<file path="config.mk">
export PLATFORM = sky130hd
export DESIGN_NAME = intsrc_latch
export DESIGN_NICKNAME = d
export VERILOG_FILES = /design/src/verilog/intc_pkg.sv /design/src/verilog/intsrc_latch.sv
export SDC_FILE = /design/constraint.sdc
export NUM_CORES = 1
export LEC_CHECK = 0
export BUFFER_PORTS_ARGS = -buffer_cell sky130_fd_sc_hd__buf_2
export CAP_MARGIN = 20
export CORE_AREA = 2 2 39 41
export DETAILED_ROUTE_END_ITERATION = 7
export DIE_AREA = 0 0 41 43
export HOLD_SLACK_MARGIN = 0.15
export PLACE_DENSITY = 0.69
export SLEW_MARGIN = 40
export SYNTH_ARGS = -nofsm -noshare
export SYNTH_HDL_FRONTEND = slang
export SYNTH_SLANG_ARGS = --single-unit
</file>
<file path="constraint.sdc">
create_clock -name clk_i -period 1.6 [get_ports clk_i]
set_input_delay 0.16 -clock clk_i [delete_from_list [all_inputs] [get_ports clk_i]]
set_output_delay 0.16 -clock clk_i [all_outputs]
set_load 0.02 [all_outputs]
</file>
<file path="src/verilog/intc_pkg.sv">
`default_nettype none

/* Shared widths, counts and encodings of the interrupt subsystem.
   The index widths must stay in step with the source and destination counts. */
package intc_pkg;

	localparam int ARCHBITSZ = 32;
	localparam int ADDRBITSZ = 30;

	localparam int INTSRCCOUNT = 8;
	localparam int INTDSTCOUNT = 4;
	localparam int SRCIDXW = 3;
	localparam int DSTIDXW = 2;

	// Peripheral port operations
	typedef enum logic [1:0] {
		PI_NOOP = 2'b00,
		PI_WROP = 2'b01,
		PI_RDOP = 2'b10,
		PI_RWOP = 2'b11
	} pi_op_e;

	// Controller commands, found in bits 1:0 of a read-write data word
	typedef enum logic [1:0] {
		CMD_ACKINT = 2'b00,
		CMD_INTDST = 2'b01,
		CMD_ENAINT = 2'b10
	} intc_cmd_e;

	localparam logic [ARCHBITSZ-1:0] RSP_INVALID = '1;
	localparam logic [ARCHBITSZ-1:0] RSP_BUSY = {{(ARCHBITSZ-1){1'b1}}, 1'b0};

endpackage

`default_nettype wire

</file>
<file path="src/verilog/intsrc_latch.sv">
`default_nettype none

/* irq_i is taken as one-cycle pulses; each pulse is held until the controller
   starts delivering that source, seen as a falling edge on its ready line. */
module intsrc_latch (
	input  wire logic                            clk_i,
	input  wire logic                            rst_i,
	input  wire logic [intc_pkg::INTSRCCOUNT-1:0] irq_i,
	input  wire logic [intc_pkg::INTSRCCOUNT-1:0] src_rdy_i,
	output logic      [intc_pkg::INTSRCCOUNT-1:0] src_rqst_o
);

	import intc_pkg::*;

	// Ready lines as seen one cycle earlier
	logic [INTSRCCOUNT-1:0] rdy_q;

	// One bit per source whose delivery has just begun
	logic [INTSRCCOUNT-1:0] rdy_fall;

	assign rdy_fall = rdy_q & ~src_rdy_i;

	// The controller idles with every ready line high
	always_ff @(posedge clk_i) begin
		if (rst_i) begin
			rdy_q <= '1;
		end else begin
			rdy_q <= src_rdy_i;
		end
	end

	// A new pulse is OR-ed in after the clear, so an event that lands on the
	// delivery edge is kept and shows up again once the source is ready
	always_ff @(posedge clk_i) begin
		if (rst_i) begin
			src_rqst_o <= '0;
		end else begin
			src_rqst_o <= (src_rqst_o & ~rdy_fall) | irq_i;
		end
	end

endmodule

`default_nettype wire

</file>
* After elaboration in Yosys (flattened, before gate mapping) *
Cells that the tools add are included.

storage, ports and cells
  word-level logic and storage cells = 7
  register bits after elaboration = 16
  input port bits = 18

operators by class
  bitwise gates (word level) = 5

operators by type and width
  operator     number
  $and 8x8->8  2
  $not 8->8    2
  $or 8x8->8   1

* Depth between registers and ports, before layout *
  depth after elaboration = 5
  gate-level depth with buffers = 2
  depth with buffers taken out = 2

* Worst setup path after synthesis *
Ideal clock, no wire load.

  path type = register -> register
  from = reg src_rqst_o[0] in the netlist's numbering
  to = reg src_rqst_o[0] in the netlist's numbering
  arrival time = 587 ps
  setup slack = 935 ps
  setup time = 78 ps
  cell stages (with the launch flop) = 3
  cells stage by stage = dfxtp_1 -> nor2_1 -> nor3_1

between the ends
  cells in the longest elaborated chain, start to end = 2

ends and longest elaborated chain
  what                      RTL line            source
  start: declaration        intsrc_latch.sv:10  output logic [intc_pkg::INTSRCCOUNT-1:0] src_rqst_o
  start signal: assignment  intsrc_latch.sv:38  src_rqst_o <= (src_rqst_o & ~rdy_fall) | irq_i;
  $and 8x8->8               intsrc_latch.sv:38
  $or 8x8->8                intsrc_latch.sv:38

Every way passes these cells.
A chain may end at the register's enable or synchronous reset.

* Worst setup path in the final report *
  from = reg src_rqst_o[3] in the netlist's numbering
  to = out src_rqst_o[3] in the netlist's numbering

No word-level cell between the ends.

==> results.yml <==
power:
  power.internal_w: 0.000632
  power.density_nw_per_um2: 972
  pwr-share-comb: 0.152
  ir_worst_vdd_mv: 0.520
  p_clk_frac: 0.320
  p_leak_nw: 0.383
  switching_power_w: 0.000186
  swShare: 0.228
  power_frac_seq: 0.528
yosys:
  syn_area_per_cell_um2: 10.4
  synth_cell_types: 7
  ys_seq_area_frac: 0.626
  syn_area_um2: 512
  synth_nets: 67
  yosys_warnings: 0
  yosys.area.top_type: "dfxtp_1"
  synthCells: 49
  ys_ff_latch: 16
  netlist.area_leader.share: 0.626
  synthTopCellsByArea: "dfxtp_1 (63%), nor3b_1 (12%), nor3_1 (7.8%), or2_2 (7.3%), nor2_1 (5.9%)"
detailed_routing:
  drt_iter0_drc: 4
  avgViaCountPerCell: 4.36
  drt-total-wl_um: 1090
  drc_errors: 0
  ant_nets: 0
  num_vias: 475
  first_pass_iters: 4
  avgRoutedWirePerCell_um: 9.98
timing:
  fin_crit_sh: 0.593
  setup_viol: 0
  rsz0062_at_grt: "no"
  max_freq_mhz: 1050
  hold_viol: 0
  setup-tns-final_ns: 0
  skew_ns: 0.00393
  tightest_slew_ns: 0.233
  period_minus_slack_ns: 0.949
  slew_viol_final: 0
  slew_headroom: 0.844
layout:
  fillers: 127
  syn2layout_area_growth_pct: 64.5
  antenna_cells: 0
  instances_no_fill: 109
  layout.nets: 112
  drive_gt1_frac: 0.376
worst_setup_path:
  path_class: "reg2out"
  critPathLaunch: "src_rqst_o[3]$_SDFF_PP0_"
  crit_chain: "buf_2"
  cpLargestDelayFamily: "flip-flops"
  cp.buffers_inverters: 1
  cp.required_ns: 1.44
  startpoint_type: "flip-flop"
  end_kind: "primary output"
  r2r-start: "rdy_q[6]$_SDFF_PP1_"
  arrival_ns: 0.79
  critPathSlowestCell: "dfxtp_1"
  cpPeakStageDelay_ns: 0.34
  cp_max_fo: 2
floorplanning:
  fp.dieW_um: 41
  io_pins: 26
  core-area_um2: 1380
  start_util: 0.370
  die_y_um: 43
  die_area_um2: 1760
  rows: 14
clock_tree:
  max-clock-path-buffers: 2
  clock-root-buffer: "clkbuf_4"
  cts_sinks: 16
  cts_made_buffers: 3
  h-tree-depth: 1
  cts_tree: "yes"
  post_cts_buffers: 0
  cts_hold_buffers: 16
  clk_pin_slew_ns: 0.09
  cts_resized: 0
  worstSkewPairLatency_ns: 0.28
place:
  io_buffer_count: 25
  dp.cells: 89
  hpwl_um: 633
  place.gp.congestion: 0.575
grt:
  grt-ovfl-total: 0
  antenna_found_initial: 0
  grt_max_degree: 17
  grt_usage: 0.147
  grt_pass1_wl_um: 1700
  grt_pass1_vias: 418
run:
  timing.max_cap.violations: 0
min_path:
  hold_start: "rst_i"
  hp-class: "in2reg"
run_status:
  run_status: "completed"
[logic make-up (layout without fill, tap and decap cells)]
group         count (synthesis)  in the layout  synth area share
buf+inv                       1             45            0.0220
simple gates                 32             32             0.352
flops                        16             16             0.626
[layer usage]
metal | share of wire | track usage | wire length [um]
met5 | 0 | 0 | 0
met4 | 0.0083 | 0.100 | 9
met3 | 0.059 | 0.0314 | 64
met2 | 0.49 | 0.222 | 533
met1 | 0.44 | 0.175 | 481
[registers in the layout, summed over array words and instances, names as in the netlist]
register / count
rdy_q: 8
src_rqst_o: 8
[through the flow]
stage	instance area [um2]	hold WS (ns)	util	total power, W	worst slack, ns
2_1_floorplan	512	0.260	-	0.000494	0.935
3_3_place_gp	646	0.360	0.467	0.000534	0.851
3_5_place_dp	646	0.364	0.467	0.000536	0.837
4_1_cts	842	0.232	0.608	0.000830	0.636
5_1_grt	842	0.263	0.608	0.000856	0.599
6_report	842	0.227	0.608	0.000818	0.651
[layout make-up]
| type | count | area [um2] | area share |
|---|---|---|---|
| repair buffers | 41 | 285 | 0.339 |
| multi-input cells | 32 | 180 | 0.214 |
| flip-flops and latches | 16 | 320 | 0.380 |
| clock buffers | 4 | 36.3 | 0.0431 |
| well taps | 16 | 20.0 | 0.0238 |
[worst reg2reg max path, cell delays in order (launching register included)]
cell	delay [ns]
dfxtp_1	0.32
nor3b_1	0.18
nor3_1	0.07
[power by group through the flow]
| stage | Combinational [W] | Sequential, W | Clock [W] |
|---|---|---|---|
| 3_5_place_dp | 0.0000944 | 0.000442 | 0 |
| 5_1_grt | 0.000138 | 0.000435 | 0.000283 |
| 3_3_place_gp | 0.0000928 | 0.000441 | 0 |
| 2_1_floorplan | 0.0000337 | 0.000460 | 0 |
| 6_report | 0.000124 | 0.000432 | 0.000262 |
| 4_1_cts | 0.000125 | 0.000433 | 0.000273 |
[path summary, 6_finish.rpt]
kind         cells after the start  slack (ns)                  endpoint
min reg2reg                      2        0.48  src_rqst_o[6]$_SDFF_PP0_
max reg2reg                      2        0.92  src_rqst_o[6]$_SDFF_PP0_
min                              2        0.23  src_rqst_o[2]$_SDFF_PP0_
max                              1        0.65             src_rqst_o[3]
[layout by cell type (no fill, tap or decap), drive strengths merged]
cell type    count
buf             25
clkbuf           4
dfxtp           16
dlygate4sd3     16
nor2             8
nor3             8
nor3b            8
or2              8
[cell usage after synthesis (all sizes together)]
library cell and n:
dfxtp 16, nor2 8, nor3 8, nor3b 8, or2 8, buf 1
No activity file was read; power rests on OpenSTA's default activity.
