### src/verilog/intc_pkg.sv
`default_nettype none

/* Shared widths, counts and encodings of the interrupt subsystem.
   The index widths must stay in step with the source and destination counts. */
package intc_pkg;

	localparam int ARCHBITSZ = 32;
	localparam int ADDRBITSZ = 30;

	localparam int INTSRCCOUNT = 8;
	localparam int INTDSTCOUNT = 4;
	localparam int SRCIDXW = 3;
	localparam int DSTIDXW = 2;

	// Peripheral port operations
	typedef enum logic [1:0] {
		PI_NOOP = 2'b00,
		PI_WROP = 2'b01,
		PI_RDOP = 2'b10,
		PI_RWOP = 2'b11
	} pi_op_e;

	// Controller commands, found in bits 1:0 of a read-write data word
	typedef enum logic [1:0] {
		CMD_ACKINT = 2'b00,
		CMD_INTDST = 2'b01,
		CMD_ENAINT = 2'b10
	} intc_cmd_e;

	localparam logic [ARCHBITSZ-1:0] RSP_INVALID = '1;
	localparam logic [ARCHBITSZ-1:0] RSP_BUSY = {{(ARCHBITSZ-1){1'b1}}, 1'b0};

endpackage

`default_nettype wire

### src/verilog/intctrl.sv
`default_nettype none

/* Both words of the map decode to one command register and only read-write ops act.
   One source and one destination are examined per cycle, so latency follows the scan. */
module intctrl (
	input  wire logic                            clk_i,
	input  wire logic                            rst_i,

	input  wire intc_pkg::pi_op_e                pi1_op_i,
	input  wire logic [intc_pkg::ADDRBITSZ-1:0]   pi1_addr_i,
	input  wire logic [intc_pkg::ARCHBITSZ-1:0]   pi1_data_i,
	output logic      [intc_pkg::ARCHBITSZ-1:0]   pi1_data_o,
	input  wire logic [intc_pkg::ARCHBITSZ/8-1:0] pi1_sel_i,
	output logic                                 pi1_rdy_o,
	output logic      [intc_pkg::ADDRBITSZ-1:0]   pi1_mapsz_o,

	output logic      [intc_pkg::INTDSTCOUNT-1:0] intrqstdst_o,
	input  wire logic [intc_pkg::INTDSTCOUNT-1:0] intrdydst_i,
	input  wire logic [intc_pkg::INTDSTCOUNT-1:0] intbestdst_i,

	input  wire logic [intc_pkg::INTSRCCOUNT-1:0] intrqstsrc_i,
	output logic      [intc_pkg::INTSRCCOUNT-1:0] intrdysrc_o
);

	import intc_pkg::*;

	// Decoded command word
	logic                 rwop;
	intc_cmd_e            cmd;
	logic [ARCHBITSZ-4:0] src_fld;
	logic [ARCHBITSZ-3:0] dst_fld;
	logic                 src_ok;
	logic                 dst_ok;
	logic                 ack_ok;
	logic                 ack_hit;

	// Delivery state
	logic                   pending;
	logic                   sw_post;
	logic [DSTIDXW-1:0]     sw_dst;
	logic                   seeking;
	logic [SRCIDXW-1:0]     src_idx;
	logic [DSTIDXW-1:0]     dst_idx;
	logic [SRCIDXW-1:0]     src_next;
	logic [DSTIDXW-1:0]     dst_next;
	logic [INTSRCCOUNT-1:0] src_en;
	logic [INTDSTCOUNT-1:0] dst_en;
	logic                   accept;

	logic [ARCHBITSZ-1:0] rsp;

	assign pi1_rdy_o = 1'b1;
	assign pi1_mapsz_o = ADDRBITSZ'(2);

	assign rwop = (pi1_op_i == PI_RWOP);
	assign cmd = intc_cmd_e'(pi1_data_i[1:0]);

	// ENAINT and ACKINT carry their index from bit 3 up, INTDST from bit 2 up
	assign src_fld = pi1_data_i[ARCHBITSZ-1:3];
	assign dst_fld = pi1_data_i[ARCHBITSZ-1:2];
	assign src_ok = (src_fld < INTSRCCOUNT);
	assign dst_ok = (dst_fld < INTDSTCOUNT);
	assign ack_ok = (src_fld < INTDSTCOUNT);

	// A software post is still walking toward its target destination
	assign seeking = sw_post && (dst_idx != sw_dst);

	assign ack_hit = pending && !seeking && (src_fld == (ARCHBITSZ-3)'(dst_idx));

	assign src_next = (src_idx == SRCIDXW'(INTSRCCOUNT-1)) ? '0 : src_idx + 1'b1;
	assign dst_next = (dst_idx == DSTIDXW'(INTDSTCOUNT-1)) ? '0 : dst_idx + 1'b1;

	// An enabled best destination excludes all others
	assign accept = dst_en[dst_idx] &&
		((((intbestdst_i & dst_en) == '0) && intrdydst_i[dst_idx]) ||
		intbestdst_i[dst_idx]);

	always_comb begin
		for (int i = 0; i < INTDSTCOUNT; i++) begin
			intrqstdst_o[i] = pending && !seeking && (dst_idx == DSTIDXW'(i)) && dst_en[i];
		end
	end

	// The source under delivery reads as not ready until it is acknowledged
	always_comb begin
		for (int i = 0; i < INTSRCCOUNT; i++) begin
			intrdysrc_o[i] = !(pending && !sw_post && (src_idx == SRCIDXW'(i)));
		end
	end

	always_comb begin
		rsp = RSP_INVALID;
		case (cmd)
			CMD_ENAINT: begin
				if (src_ok) begin
					rsp = ARCHBITSZ'(src_fld[SRCIDXW-1:0]);
				end
			end
			CMD_INTDST: begin
				if (dst_ok) begin
					rsp = pending ? RSP_BUSY : ARCHBITSZ'(dst_fld[DSTIDXW-1:0]);
				end
			end
			CMD_ACKINT: begin
				if (!ack_hit) begin
					rsp = RSP_BUSY;
				end else if (!sw_post) begin
					rsp = ARCHBITSZ'(src_idx);
				end
			end
			default: begin
				rsp = RSP_INVALID;
			end
		endcase
	end

	// The reply holds until the next read-write command
	always_ff @(posedge clk_i) begin
		if (rwop) begin
			pi1_data_o <= rsp;
		end
	end

	always_ff @(posedge clk_i) begin
		if (rst_i) begin
			pending <= 1'b0;
			sw_post <= 1'b0;
			sw_dst <= '0;
			src_idx <= '0;
			dst_idx <= '0;
			src_en <= '0;
			dst_en <= '0;
		end else if (rwop && cmd == CMD_ENAINT) begin
			if (src_ok) begin
				src_en[src_fld[SRCIDXW-1:0]] <= pi1_data_i[2];
			end
		end else if (rwop && cmd == CMD_INTDST) begin
			if (dst_ok && !pending) begin
				pending <= 1'b1;
				sw_post <= 1'b1;
				sw_dst <= dst_fld[DSTIDXW-1:0];
			end
		end else if (rwop && cmd == CMD_ACKINT) begin
			// Any destination may update its own enable, matched or not
			if (ack_ok) begin
				dst_en[src_fld[DSTIDXW-1:0]] <= pi1_data_i[2];
			end
			if (ack_hit) begin
				pending <= 1'b0;
				sw_post <= 1'b0;
				dst_idx <= '0;
				src_idx <= src_next;
			end
		end else if (pending) begin
			if (seeking) begin
				dst_idx <= dst_next;
			end
		end else if (src_en[src_idx] && intrqstsrc_i[src_idx]) begin
			if (accept) begin
				pending <= 1'b1;
			end else begin
				dst_idx <= dst_next;
			end
		end else begin
			src_idx <= src_next;
		end
	end

endmodule

`default_nettype wire

### config.mk
export PLATFORM = sky130hd
export DESIGN_NAME = intctrl
export DESIGN_NICKNAME = d
export VERILOG_FILES = /design/src/verilog/intc_pkg.sv /design/src/verilog/intctrl.sv
export SDC_FILE = /design/constraint.sdc
export NUM_CORES = 1
export LEC_CHECK = 0
export ABC_CLOCK_PERIOD_IN_PS = 2400
export BUFFER_PORTS_ARGS = -buffer_cell sky130_fd_sc_hd__buf_2
export CAP_MARGIN = 10
export CORE_UTILIZATION = 41
export CTS_CLUSTER_DIAMETER = 120
export CTS_CLUSTER_SIZE = 16
export DETAILED_ROUTE_END_ITERATION = 10
export PLACE_DENSITY = 0.82
export SETUP_SLACK_MARGIN = 0.15
export SLEW_MARGIN = 25
export SYNTH_ARGS = -nofsm -noshare
export SYNTH_HDL_FRONTEND = slang
export SYNTH_SLANG_ARGS = --single-unit
### constraint.sdc
create_clock -name clk_i -period 2.4 [get_ports clk_i]
set_input_delay 0.12 -clock clk_i [delete_from_list [all_inputs] [get_ports clk_i]]
set_output_delay 0.12 -clock clk_i [all_outputs]
set_load 0.005 [all_outputs]
Yosys cells after proc, flatten, opt, wreduce, memory -nomap -nowiden
Cells that the tools add are included.

Bitwise gates (word level): 3. Divide/modulo/power cells: 0. $mul: 0. Shift-type cells: 0. $add $sub $neg: 2. Equality and inequality tests: 22. $lt $le $gt $ge: 9. Reductions and logical operators: 55. Muxes and demuxes: 43.

Operators with widths (count): $mux W32 (5); $pmux W32 S3 (1); $lt A30 B3 Y1 const B (1); $eq A29 B2 Y1 (1); $logic_and A1 B1 Y1 (29); $lt A29 B3 Y1 const B (1); $lt A29 B4 Y1 const B (1); $mux W1 (16); $mux W3 (5); $mux W2 (7); $eq A3 B3 Y1 const B (4); $logic_not A1 Y1 (11); $bwmux W8 (1); $eq A2 B2 Y1 const B (4); $lt A3 B4 Y1 const B (2); $reduce_and A4 Y1 (2); $bmux W1 S2 (3); $bmux W1 S3 (2); $eq A3 B2 Y1 const B (2); $lt A2 B3 Y1 const B (2); $reduce_and A3 Y1 (2); $reduce_and A6 Y1 (1); $reduce_and A5 Y1 (1); $and A4 B4 Y4 (1); 23 further kinds (29).

Memories kept: 0. RAM bits: 0. Output and inout port bits: 75. Input port bits: 86. Flip-flop bits (word level): 53. Bits in latches: 0. Memory bits (read-only): 0.

Logic depth before layout (Yosys ltp)
Gate-level depths: netlist of run 1.

Depth after elaboration: 10. Gate-level depth with buffers: 8.

Least setup slack after synthesis of run 1
Ideal clock, no wire load.

Path type: register to register. Start: reg dst_idx[0]. End: reg dst_idx[1]. Required time: 2283 ps. Data arrival time: 1847 ps. Buffers on the path: 1. Library setup time: 117 ps. Cell stages (with the launch flop): 8. Path slack: 436 ps. Path through: dfxtp_1 -> buf_4 -> mux4_2 -> a31oi_1 -> nor3_1 -> a211oi_2 -> o22ai_1 -> a32o_1.

Word-level cells in the longest chain between the ends: 7. Elaborated cells on any way between the ends: 27.

Ends and longest elaborated chain: from (decl) (RTL line intctrl.sv:43) `logic [DSTIDXW-1:0] dst_idx;`; from (signal assigned) (RTL line intctrl.sv:156) `dst_idx <= dst_next;`; from (signal assigned) (RTL line intctrl.sv:162) `dst_idx <= dst_next;`; $bmux W1 S2 or $ne A2 B2 Y1 (tied branches) (RTL line intctrl.sv:75, intctrl.sv:66); $mux W1 (not written as such) or $logic_and A1 B1 Y1 (tied branches) (RTL line intctrl.sv:75, intctrl.sv:66); $logic_and A1 B1 Y1 or $logic_not A1 Y1 (tied branches) (RTL line intctrl.sv:75, intctrl.sv:68); $logic_or A1 B1 Y1 or $logic_and A1 B1 Y1 (tied branches) (RTL line intctrl.sv:75, intctrl.sv:68); $logic_and A1 B1 Y1, on equally long branches (RTL line intctrl.sv:74, intctrl.sv:68); $ne A3 B2 Y1 (no line) or $ne A2 B2 Y1 (tied branches); $reduce_and A6 Y1 (no line).

Parallel ways exist; a longest one is shown, timed or not. The select of a mux whose other input is x is not followed. A chain may end at the register's enable or synchronous reset.

Worst setup path after layout of run 1
Start: reg dst_idx[1]. End: reg dst_idx[0].

Same word-level chain as after synthesis.

==> results of run 1 <==
[critical path, cell delays in order (launching register included)]
cell and delay (ns):
dfxtp_1 0.59, mux4_2 0.38, a31oi_1 0.26, nor3_1 0.10
a211oi_2 0.24, o22ai_1 0.14, a32o_1 0.29
[through the flow]
| step | utilization [%] | setup WS, ns | instances | cell area (sq um) | total power, mW |
|---|---|---|---|---|---|
| after CTS | 47.8 | 0.289 | 404 | 2450 | 1.36 |
| after global routing | 47.8 | 0.172 | 404 | 2450 | 1.45 |
| after detailed placement | 46.9 | 0.301 | 400 | 2410 | 1.10 |
| after floorplan | - | 0.436 | 300 | 2300 | 0.976 |
| after global placement | 46.9 | 0.307 | 400 | 2410 | 1.08 |
| final | 47.8 | 0.297 | 404 | 2450 | 1.35 |
[flip-flops by register name, indices dropped and copies added, names as in the netlist]
signal      flops
src_en          8
pending         1
sw_dst          2
dst_idx         2
sw_post         1
dst_en          4
pi1_data_o      4
src_idx         3
[report_power, final]
| group | internal (mW) | switching, mW |
|---|---|---|
| sequential | 0.463 | 0.0543 |
| clock | 0.119 | 0.135 |
| combinational | 0.269 | 0.311 |
[area by class of cell]
class	count	area, sq um
repair buffers	99	505
multi-input cells	197	1240
clock buffers	4	45.0
inverters	9	33.8
fillers	525	2690
well taps	70	87.6
flip-flops and latches	25	541
[layer usage]
metal  global-route usage [%]  wire [um]  vias up
met5                        0          0        -
met4                     5.35         58        0
met3                     2.68        329        6
met2                     31.2       2470       99
met1                     20.3       1920      905
li1                         -          -      977
[cell usage after synthesis (all sizes together) (7+ instances only)]
cell	n	area share (%)
buf	63	21
nor2	32	5.5
dfxtp	21	19
nand2	19	3.2
mux2i	17	7.8
ha	10	5.7
nand3	10	2.3
inv	9	1.5
nor3	9	2.5
nor4	8	2.9
and3	7	2.0
o21ai	7	1.6
[worst paths after layout]
kind	from	cells past startpoint	to
setup reg to reg	dst_idx[1]	6	dst_idx[0]
setup / recovery	dst_idx[1]	6	dst_idx[0]
hold reg to reg	src_en[4]	2	src_en[4]
hold / removal	rst_i	2	src_en[5]
[cell usage in the layout, fill, tap and decap left out, drive strengths merged, types with 5 or more instances in the layout]
| cell | n |
|---|---|
| buf | 99 |
| nor2 | 32 |
| conb | 31 |
| dfxtp | 21 |
| nand2 | 19 |
| mux2i | 17 |
| nand3 | 10 |
| ha | 10 |
| inv | 9 |
| nor3 | 9 |
| nor4 | 8 |
| and3 | 7 |
| o21ai | 7 |
| a21oi | 6 |
| nand3b | 5 |
| nor3b | 5 |
[kinds of logic (layout without fill, tap and decap cells)]
group	after synthesis	after routing	share of synthesized area (%)
flip-flops	25	25	24.6
other	2	31	0.342
multiplexers	20	20	10.3
XOR/XNOR	4	4	1.60
AO/OA/AOI/OAI	30	30	9.92
AND/OR/NAND/NOR	102	102	23.8
buffers and inverters	78	112	23.7
adder cells (fa/ha/maj)	10	10	5.70
==> impl_metrics.env, run 1 <==
export IMPL_finalCriticalPeriod_ns=2.10
export IMPL_postCtsSetupRepairBufs=0
export IMPL_hold_ws_ns=0.230
export IMPL_grt_antenna_before_repair=0
export IMPL_timing_fmax_mhz=476
export IMPL_cts_sinks=25
export IMPL_yosys_warnings=0
export IMPL_cp_arrival_ns=2.27
export IMPL_ys_types=44
export IMPL_fin_crit_sh_pct=87.6
export IMPL_cts_tree="done"
export IMPL_diodes=0
export IMPL_maxCapViolCount=0
export IMPL_r2r_setup_slack_ns=0.30
export IMPL_initialDrtViolationCount=41
export IMPL_hold_class="input pin to flip-flop"
export IMPL_outcome="finished clean"
export IMPL_htreeDepth=1
export IMPL_place_congestion=0.855
export IMPL_syn_to_final_growth_pct=11.9
export IMPL_p_leak_nw=1.13
export IMPL_die_w_um=75.2
export IMPL_power_density_nw_per_um2=551
export IMPL_core_sq_um=5140
export IMPL_cts_root_buffer="clkbuf_8"
export IMPL_cts_path_max_buffers=2
export IMPL_finalHoldViolations=0
export IMPL_required_ns=2.56
export IMPL_postRouteAntennaNets=0
export IMPL_rsz0062_at_grt="no"
export IMPL_wire_per_inst_um=11.8
export IMPL_synth_flop_cell="dfxtp_1"
export IMPL_port_buffer_count=95
export IMPL_drv_slew=0
export IMPL_grt_pass1_vias=1687
export IMPL_seq_area_frac_synth_pct=24.6
export IMPL_synthCells=271
export IMPL_hpwl_mm=3.79
export IMPL_drc=0
export IMPL_worst_ir_drop_vdd_uv=522
export IMPL_via_per_inst=4.92
export IMPL_clock_skew_ns=0.00491
export IMPL_initial_utilization_pct=42.7
export IMPL_die_area_sq_um=5650
export IMPL_path_class="flip-flop to flip-flop"
export IMPL_die_h_um=75.2
export IMPL_synthArstFlopShare_pct=0
export IMPL_clk_pin_slew_ns=0.09
export IMPL_maxSlewHeadroom_pct=61.9
export IMPL_finalNetCount=431
export IMPL_startpoint_type="flip-flop"
export IMPL_first_pass_iters=4
export IMPL_setup_viol=0
export IMPL_tns_ns=0
export IMPL_avgSynthCellArea_sq_um=8.10
export IMPL_worst_slew_pin_slew_ns=0.572
export IMPL_mappedNetlistArea_sq_um=2190
export IMPL_rows=26
export IMPL_synth_edf_count=4
export IMPL_worstPathMaxFanout=10
export IMPL_synth_seq_cells=25
export IMPL_grt_pass1_wl_mm=7.44
export IMPL_drive_above_1_share_pct=33.2
export IMPL_ios=161
export IMPL_grtUsageTotal_pct=17.0
export IMPL_vias=1987
export IMPL_clock_latency_ns=0.27
export IMPL_cts_hold_buf=0
export IMPL_grt_ovfl_total=0
export IMPL_cts_resized=0
export IMPL_grt_start_max_net_pins=30
export IMPL_routed_wl_mm=4.77
export IMPL_critPathCaptureType="flip-flop"
export IMPL_cts_buffers=3
No activity file was read; power rests on OpenSTA's default activity.
==> run 2: changes to the inputs <==
--- a/config.mk
+++ b/config.mk
@@ -5,10 +5,11 @@
 export SDC_FILE = /design/constraint.sdc
 export NUM_CORES = 1
 export LEC_CHECK = 0
+export ABC_AREA = 1
 export ABC_CLOCK_PERIOD_IN_PS = 2400
 export BUFFER_PORTS_ARGS = -buffer_cell sky130_fd_sc_hd__buf_2
 export CAP_MARGIN = 10
-export CORE_UTILIZATION = 41
+export CORE_UTILIZATION = 43
 export CTS_CLUSTER_DIAMETER = 120
 export CTS_CLUSTER_SIZE = 16
 export DETAILED_ROUTE_END_ITERATION = 10
==> run 2 against run 1 <==
Compared with the run above:
- synthesized area increased by 13%
- global-route usage up 0.54 points
- count of clock-buffer cells in the layout decreased by 1
- combinational power rose by 9.3%
- die area grew 7.4%
- critical path depth increased by 1
- sequential share of layout area fell by 2.0 points
- utilization grew 0.88 points
- non-clock buffer count is 4 lower
- first-iteration DRC count grew to 4.7 times the previous value
- register-to-register slack better by 0.20 ns
- cell count is 24% higher
- critical path type unchanged
- largest power group unchanged
==> impl_metrics.env, run 2 <==
export IMPL_finalHoldViolations=0
export IMPL_grt_pass1_wl_mm=8.75
export IMPL_synthCells=370
export IMPL_drc=0
export IMPL_p_switching_uw=642
export IMPL_rsz0062_at_grt="no"
export IMPL_final_common_cell="buf_2"
export IMPL_port_buffer_count=95
export IMPL_diodes=0
export IMPL_min_delay_start="rst_i"
export IMPL_wire_per_inst_um=10.7
export IMPL_reg_top3="src_en (8), dst_en (4), pi1_data_o (4)"
export IMPL_worst_ir_drop_vdd_uv=255
export IMPL_maxSlewHeadroom_pct=62.9
export IMPL_cts_resized=0
export IMPL_critPathCaptureType="flip-flop"
export IMPL_core_sq_um=5540
export IMPL_utilization_pct=48.6
export IMPL_hpwl_mm=4.28
export IMPL_hold_class="input pin to flip-flop"
export IMPL_cp_arrival_ns=1.92
export IMPL_outcome="finished clean"
export IMPL_pwr_share_comb_pct=42.7
export IMPL_clock_skew_ns=0.00245
export IMPL_place_congestion=0.875
export IMPL_yosys_warnings=0
export IMPL_layout_common_cells="95 x buf_2, 62 x nand2_1, 47 x nand3_1"
export IMPL_worst_slew_pin_slew_ns=0.557
export IMPL_postCtsSetupRepairBufs=0
export IMPL_timing_final_ws_setup_ns=0.497
export IMPL_setup_viol=0
export IMPL_via_per_inst=4.92
export IMPL_synth_flop_cell="dfxtp_1"
export IMPL_initial_utilization_pct=44.7
export IMPL_maxCapViolCount=0
export IMPL_largest_reg_flops=8
export IMPL_die_h_um=77.9
export IMPL_synth_most_common_cell="nand2_1"
export IMPL_required_ns=2.41
export IMPL_clkPwrFrac_pct=17.6
export IMPL_dp_cells=498
export IMPL_finalCriticalPeriod_ns=1.90
export IMPL_clock_latency_ns=0.27
export IMPL_syn_to_final_growth_pct=8.84
export IMPL_total_power_mw=1.48
export IMPL_grt_pass1_vias=2064
export IMPL_ys_types=34
export IMPL_htreeDepth=1
export IMPL_cts_buffers=3
export IMPL_postRouteAntennaNets=0
export IMPL_clk_pin_slew_ns=0.09
export IMPL_ios=161
export IMPL_intPower_uw=841
export IMPL_rows=27
export IMPL_place_worst_setup_slack_ns=0.513
export IMPL_cts_root_buffer="clkbuf_8"
export IMPL_synth_commonest_cells="62 x nand2_1, 60 x buf_4, 47 x nand3_1, 46 x nor2_1, 26 x inv_1"
export IMPL_cts_hold_buf=0
export IMPL_vias=2470
export IMPL_timing_fmax_mhz=525
export IMPL_fin_crit_sh_pct=79.3
export IMPL_grtUsageTotal_pct=17.5
export IMPL_avgSynthCellArea_sq_um=6.69
export IMPL_seq_area_sq_um=541
export IMPL_crit_path_start="dst_idx[0]"
export IMPL_synth_seq_cells=25
export IMPL_seq_area_frac_synth_pct=21.8
export IMPL_startpoint_type="flip-flop"
export IMPL_multi_input_area_sq_um=1420
export IMPL_routed_wl_mm=5.38
export IMPL_cts_path_max_buffers=2
export IMPL_largest_register="src_en"
export IMPL_p_sw_share_pct=43.3
export IMPL_synth_top_area_share_pct=18.2
export IMPL_initialDrtViolationCount=194
export IMPL_yosysTopAreaCell="buf_4"
export IMPL_mappedNetlistArea_sq_um=2480
export IMPL_cts_tree="done"
export IMPL_power_density_nw_per_um2=550
export IMPL_drive_above_1_share_pct=28.6
export IMPL_finalNetCount=527
export IMPL_fin_cells=502
export IMPL_first_pass_iters=6
export IMPL_grt_ovfl_total=0
export IMPL_p_seq_share_pct=39.7
export IMPL_tns_ns=0
export IMPL_drv_slew=0
export IMPL_yosys_top_cells_area="buf_4 18%, dfxtp_1 17%, nand3_1 9.5%"
export IMPL_cts_sinks=25
export IMPL_die_w_um=77.9
export IMPL_timing_rr_start="dst_idx[0]"
export IMPL_die_area_sq_um=6070
export IMPL_path_class="flip-flop to flip-flop"
export IMPL_p_leak_nw=1.31
export IMPL_grt_antenna_before_repair=0
export IMPL_worstPathMaxFanout=14
export IMPL_synth_edf_count=4
export IMPL_synthArstFlopShare_pct=0
export IMPL_grt_start_max_net_pins=30
export IMPL_fillers=542
-- run 2: changes by cell type in the layout (fill, tap and decap cells not counted), moves of 5 or more --
cell | previous run | this run
inv_2 | 0 | 6
nor3b_1 | 5 | 0
nor2_1 | 32 | 46
nand2_1 | 19 | 62
nand3b_1 | 5 | 0
inv_1 | 9 | 26
nor3_1 | 7 | 2
mux2i_1 | 17 | 0
o21ai_0 | 1 | 14
nor4_1 | 6 | 0
nand4_1 | 2 | 16
and3_1 | 7 | 0
nand3_1 | 10 | 47
a21oi_1 | 6 | 19
-- run 2: power by group through the flow --
| stage | clock, mW | sequential (mW) | combinational [mW] |
|---|---|---|---|
| final | 0.261 | 0.588 | 0.634 |
| after global routing | 0.277 | 0.601 | 0.726 |
| after CTS | 0.263 | 0.587 | 0.628 |
| after detailed placement | 0 | 0.596 | 0.625 |
| after global placement | 0 | 0.595 | 0.608 |
| after floorplan | 0 | 0.538 | 0.574 |
-- run 2: worst max-delay path: stages (launching register included) --
cell	delay (ns)
dfxtp_1	0.65
inv_2	0.18
nand2_1	0.10
nand3_1	0.07
nor2_1	0.12
nand3_2	0.17
o21ai_0	0.25
nand4_1	0.12
-- run 2: path summary, 6_finish.rpt --
| path | slack [ns] | to | cells after the start |
|---|---|---|---|
| setup / recovery | 0.50 | pi1_data_o[1] | 7 |
| hold / removal | 0.17 | src_en[0] | 2 |
| setup reg to reg | 0.50 | pi1_data_o[1] | 7 |
| hold reg to reg | 0.46 | sw_dst[0] | 2 |
-- run 2: area by class of cell --
type,count,share of cell area [%]
Multi-Input combinational cell,274,52.7
Clock buffer,3,1.53
Clock inverter,1,0.279
Tap cell,72,3.34
Timing Repair Buffer,95,17.6
Inverter,32,4.46
Sequential cell,25,20.1
-- run 2: cell families after synthesis --
logic type / synth area share (%)
flops: 21.8
other cells: 0.303
simple gates: 38.0
xor+xnor: 0.708
buf+inv: 25.2
fa+ha+maj: 5.05
compound gates: 8.84
-- run 2: layer usage --
metal  part of all wire [%]  track usage (%)
met1                     42             20.2
met2                     50             34.5
met3                    7.2             2.35
met4                   0.46             2.26
met5                      0                0
-- run 2: metrics by stage --
| step | hold WS (ns) | instance area [sq um] |
|---|---|---|
| 6_report | 0.175 | 2700 |
| 5_1_grt | 0.162 | 2700 |
| 4_1_cts | 0.170 | 2700 |
| 3_5_place_dp | 0.449 | 2650 |
| 3_3_place_gp | 0.446 | 2650 |
| 2_1_floorplan | 0.289 | 2580 |
==> run 3: changes to the inputs <==
--- a/config.mk
+++ b/config.mk
@@ -6,7 +6,7 @@
 export NUM_CORES = 1
 export LEC_CHECK = 0
 export ABC_AREA = 1
-export ABC_CLOCK_PERIOD_IN_PS = 2400
+export ABC_CLOCK_PERIOD_IN_PS = 1990
 export BUFFER_PORTS_ARGS = -buffer_cell sky130_fd_sc_hd__buf_2
 export CAP_MARGIN = 10
 export CORE_UTILIZATION = 43
==> constraint.sdc (replaced) <==
create_clock -name clk_i -period 1.99 [get_ports clk_i]
set_input_delay 0.0995 -clock clk_i [delete_from_list [all_inputs] [get_ports clk_i]]
set_output_delay 0.0995 -clock clk_i [all_outputs]
set_load 0.005 [all_outputs]
==> run 3 against run 2 <==
Compared with the run above:
- via count is 1.4% higher
- non-clock buffer count is 3 higher
- hold slack worse by 0.012 ns
- cell count is 0.60% higher
==> impl_metrics.env, run 3 (synthesis gave the netlist of run 2 again) <==
export IMPL_outcome="finished clean"
export IMPL_hpwl_mm=4.43
export IMPL_core_sq_um=5540
export IMPL_place_worst_setup_slack_ns=0.309
export IMPL_worst_ir_drop_vdd_uv=317
export IMPL_cts_hold_buf=0
export IMPL_reg_top3="src_en (8), dst_en (4), pi1_data_o (4)"
export IMPL_diodes=0
export IMPL_worstPathMaxFanout=9
export IMPL_cts_buffers=3
export IMPL_dp_cells=501
export IMPL_crit_path_start="pending"
export IMPL_cts_path_max_buffers=2
export IMPL_vias=2505
export IMPL_fin_cells=505
export IMPL_required_ns=1.89
export IMPL_syn_to_final_growth_pct=9.80
export IMPL_crit_top_cell="inv_2"
export IMPL_maxCapViolCount=0
export IMPL_cts_sinks=25
export IMPL_via_per_inst=4.96
export IMPL_drc=0
export IMPL_port_buffer_count=95
export IMPL_clock_skew_ns=0.00274
export IMPL_drv_slew=0
export IMPL_multi_input_area_sq_um=1420
export IMPL_timing_fmax_mhz=610
export IMPL_initial_utilization_pct=44.7
export IMPL_critPathCaptureType="output pin"
export IMPL_grt_antenna_before_repair=0
export IMPL_fillers=564
export IMPL_grt_start_max_net_pins=30
export IMPL_critPathMaxStageDelay_ns=0.40
export IMPL_finalNetCount=530
export IMPL_die_h_um=77.9
export IMPL_path_delay_family="simple AND/OR/NAND/NOR gates"
export IMPL_setup_viol=0
export IMPL_tns_ns=0
export IMPL_initialDrtViolationCount=129
export IMPL_finalHoldViolations=0
export IMPL_startpoint_type="flip-flop"
export IMPL_worst_slew_pin_slew_ns=0.573
export IMPL_wire_per_inst_um=10.9
export IMPL_timing_final_ws_setup_ns=0.350
export IMPL_min_delay_start="rst_i"
export IMPL_maxSlewHeadroom_pct=61.8
export IMPL_cts_tree="done"
export IMPL_largest_register="src_en"
export IMPL_grt_ovfl_total=0
export IMPL_cts_root_buffer="clkbuf_8"
export IMPL_cp_arrival_ns=1.54
export IMPL_rows=27
export IMPL_drive_above_1_share_pct=29.3
export IMPL_first_pass_iters=4
export IMPL_p_leak_nw=1.33
export IMPL_die_area_sq_um=6070
export IMPL_hold_class="input pin to flip-flop"
export IMPL_clk_pin_slew_ns=0.09
export IMPL_place_congestion=0.901
export IMPL_finalCriticalPeriod_ns=1.64
export IMPL_r2r_setup_slack_ns=0.37
export IMPL_final_common_cell="buf_2"
export IMPL_total_power_mw=1.82
export IMPL_rsz0062_at_grt="no"
export IMPL_path_class="flip-flop to output pin"
export IMPL_slowest_stage="dfxtp_1"
export IMPL_grtUsageTotal_pct=18.0
export IMPL_routed_wl_mm=5.51
export IMPL_timing_rr_start="pending"
export IMPL_power_density_nw_per_um2=669
export IMPL_largest_reg_flops=8
export IMPL_crit_chain="inv_2 -> nor2_8 -> inv_2 -> nand2_1 -> inv_1 -> nor3_1 -> buf_2"
export IMPL_layout_common_cells="95 x buf_2, 62 x nand2_1, 47 x nand3_1"
export IMPL_utilization_pct=49.1
export IMPL_postRouteAntennaNets=0
export IMPL_seq_area_sq_um=542
export IMPL_ios=161
export IMPL_die_w_um=77.9
export IMPL_htreeDepth=1
export IMPL_grt_pass1_wl_mm=8.82
export IMPL_grt_pass1_vias=2146
export IMPL_crit_buf_inv=4
export IMPL_clock_latency_ns=0.28
export IMPL_fin_crit_sh_pct=82.4
run 3: per-layer routing:
layer / GRT usage (%) / vias up / share of wire, %
li1: - / 1253 / -
met1: 19.3 / 1127 / 41
met2: 35.3 / 120 / 52
met3: 1.88 / 5 / 5.9
met4: 6.79 / 0 / 1.1
met5: 0 / - / 0
run 3: cell type report:
cell class	count	share of cell area, %
multi-input combinational	274	52.2
sequential	25	19.9
timing repair buffer	98	18.3
inverter	32	4.42
tap	72	3.31
clock buffer	3	1.52
clock inverter	1	0.276
run 3: final timing paths:
path                                   endpoint  cells after the start
worst min-delay path                  src_en[4]                      2
worst min register to register        sw_dst[1]                      2
worst max register to register    pi1_data_o[1]                      7
worst max-delay path            intrqstdst_o[3]                      7
run 3: timing repair:
action                                  CTS  global route
setup buffers                             0             0
resized for setup                         0             1
endpoints found under the setup margin    0             2
run 3: power breakdown:
part / internal (mW) / total, mW / switching [mW]
clock network: 0.143 / 0.319 / 0.176
logic: 0.330 / 0.825 / 0.495
registers: 0.570 / 0.676 / 0.106
run 3: metrics by stage:
stage	instance area [sq um]	hold WS [ns]
3_3_place_gp	2670	0.447
5_1_grt	2720	0.167
4_1_cts	2720	0.151
6_report	2720	0.162
3_5_place_dp	2670	0.453
2_1_floorplan	2580	0.268
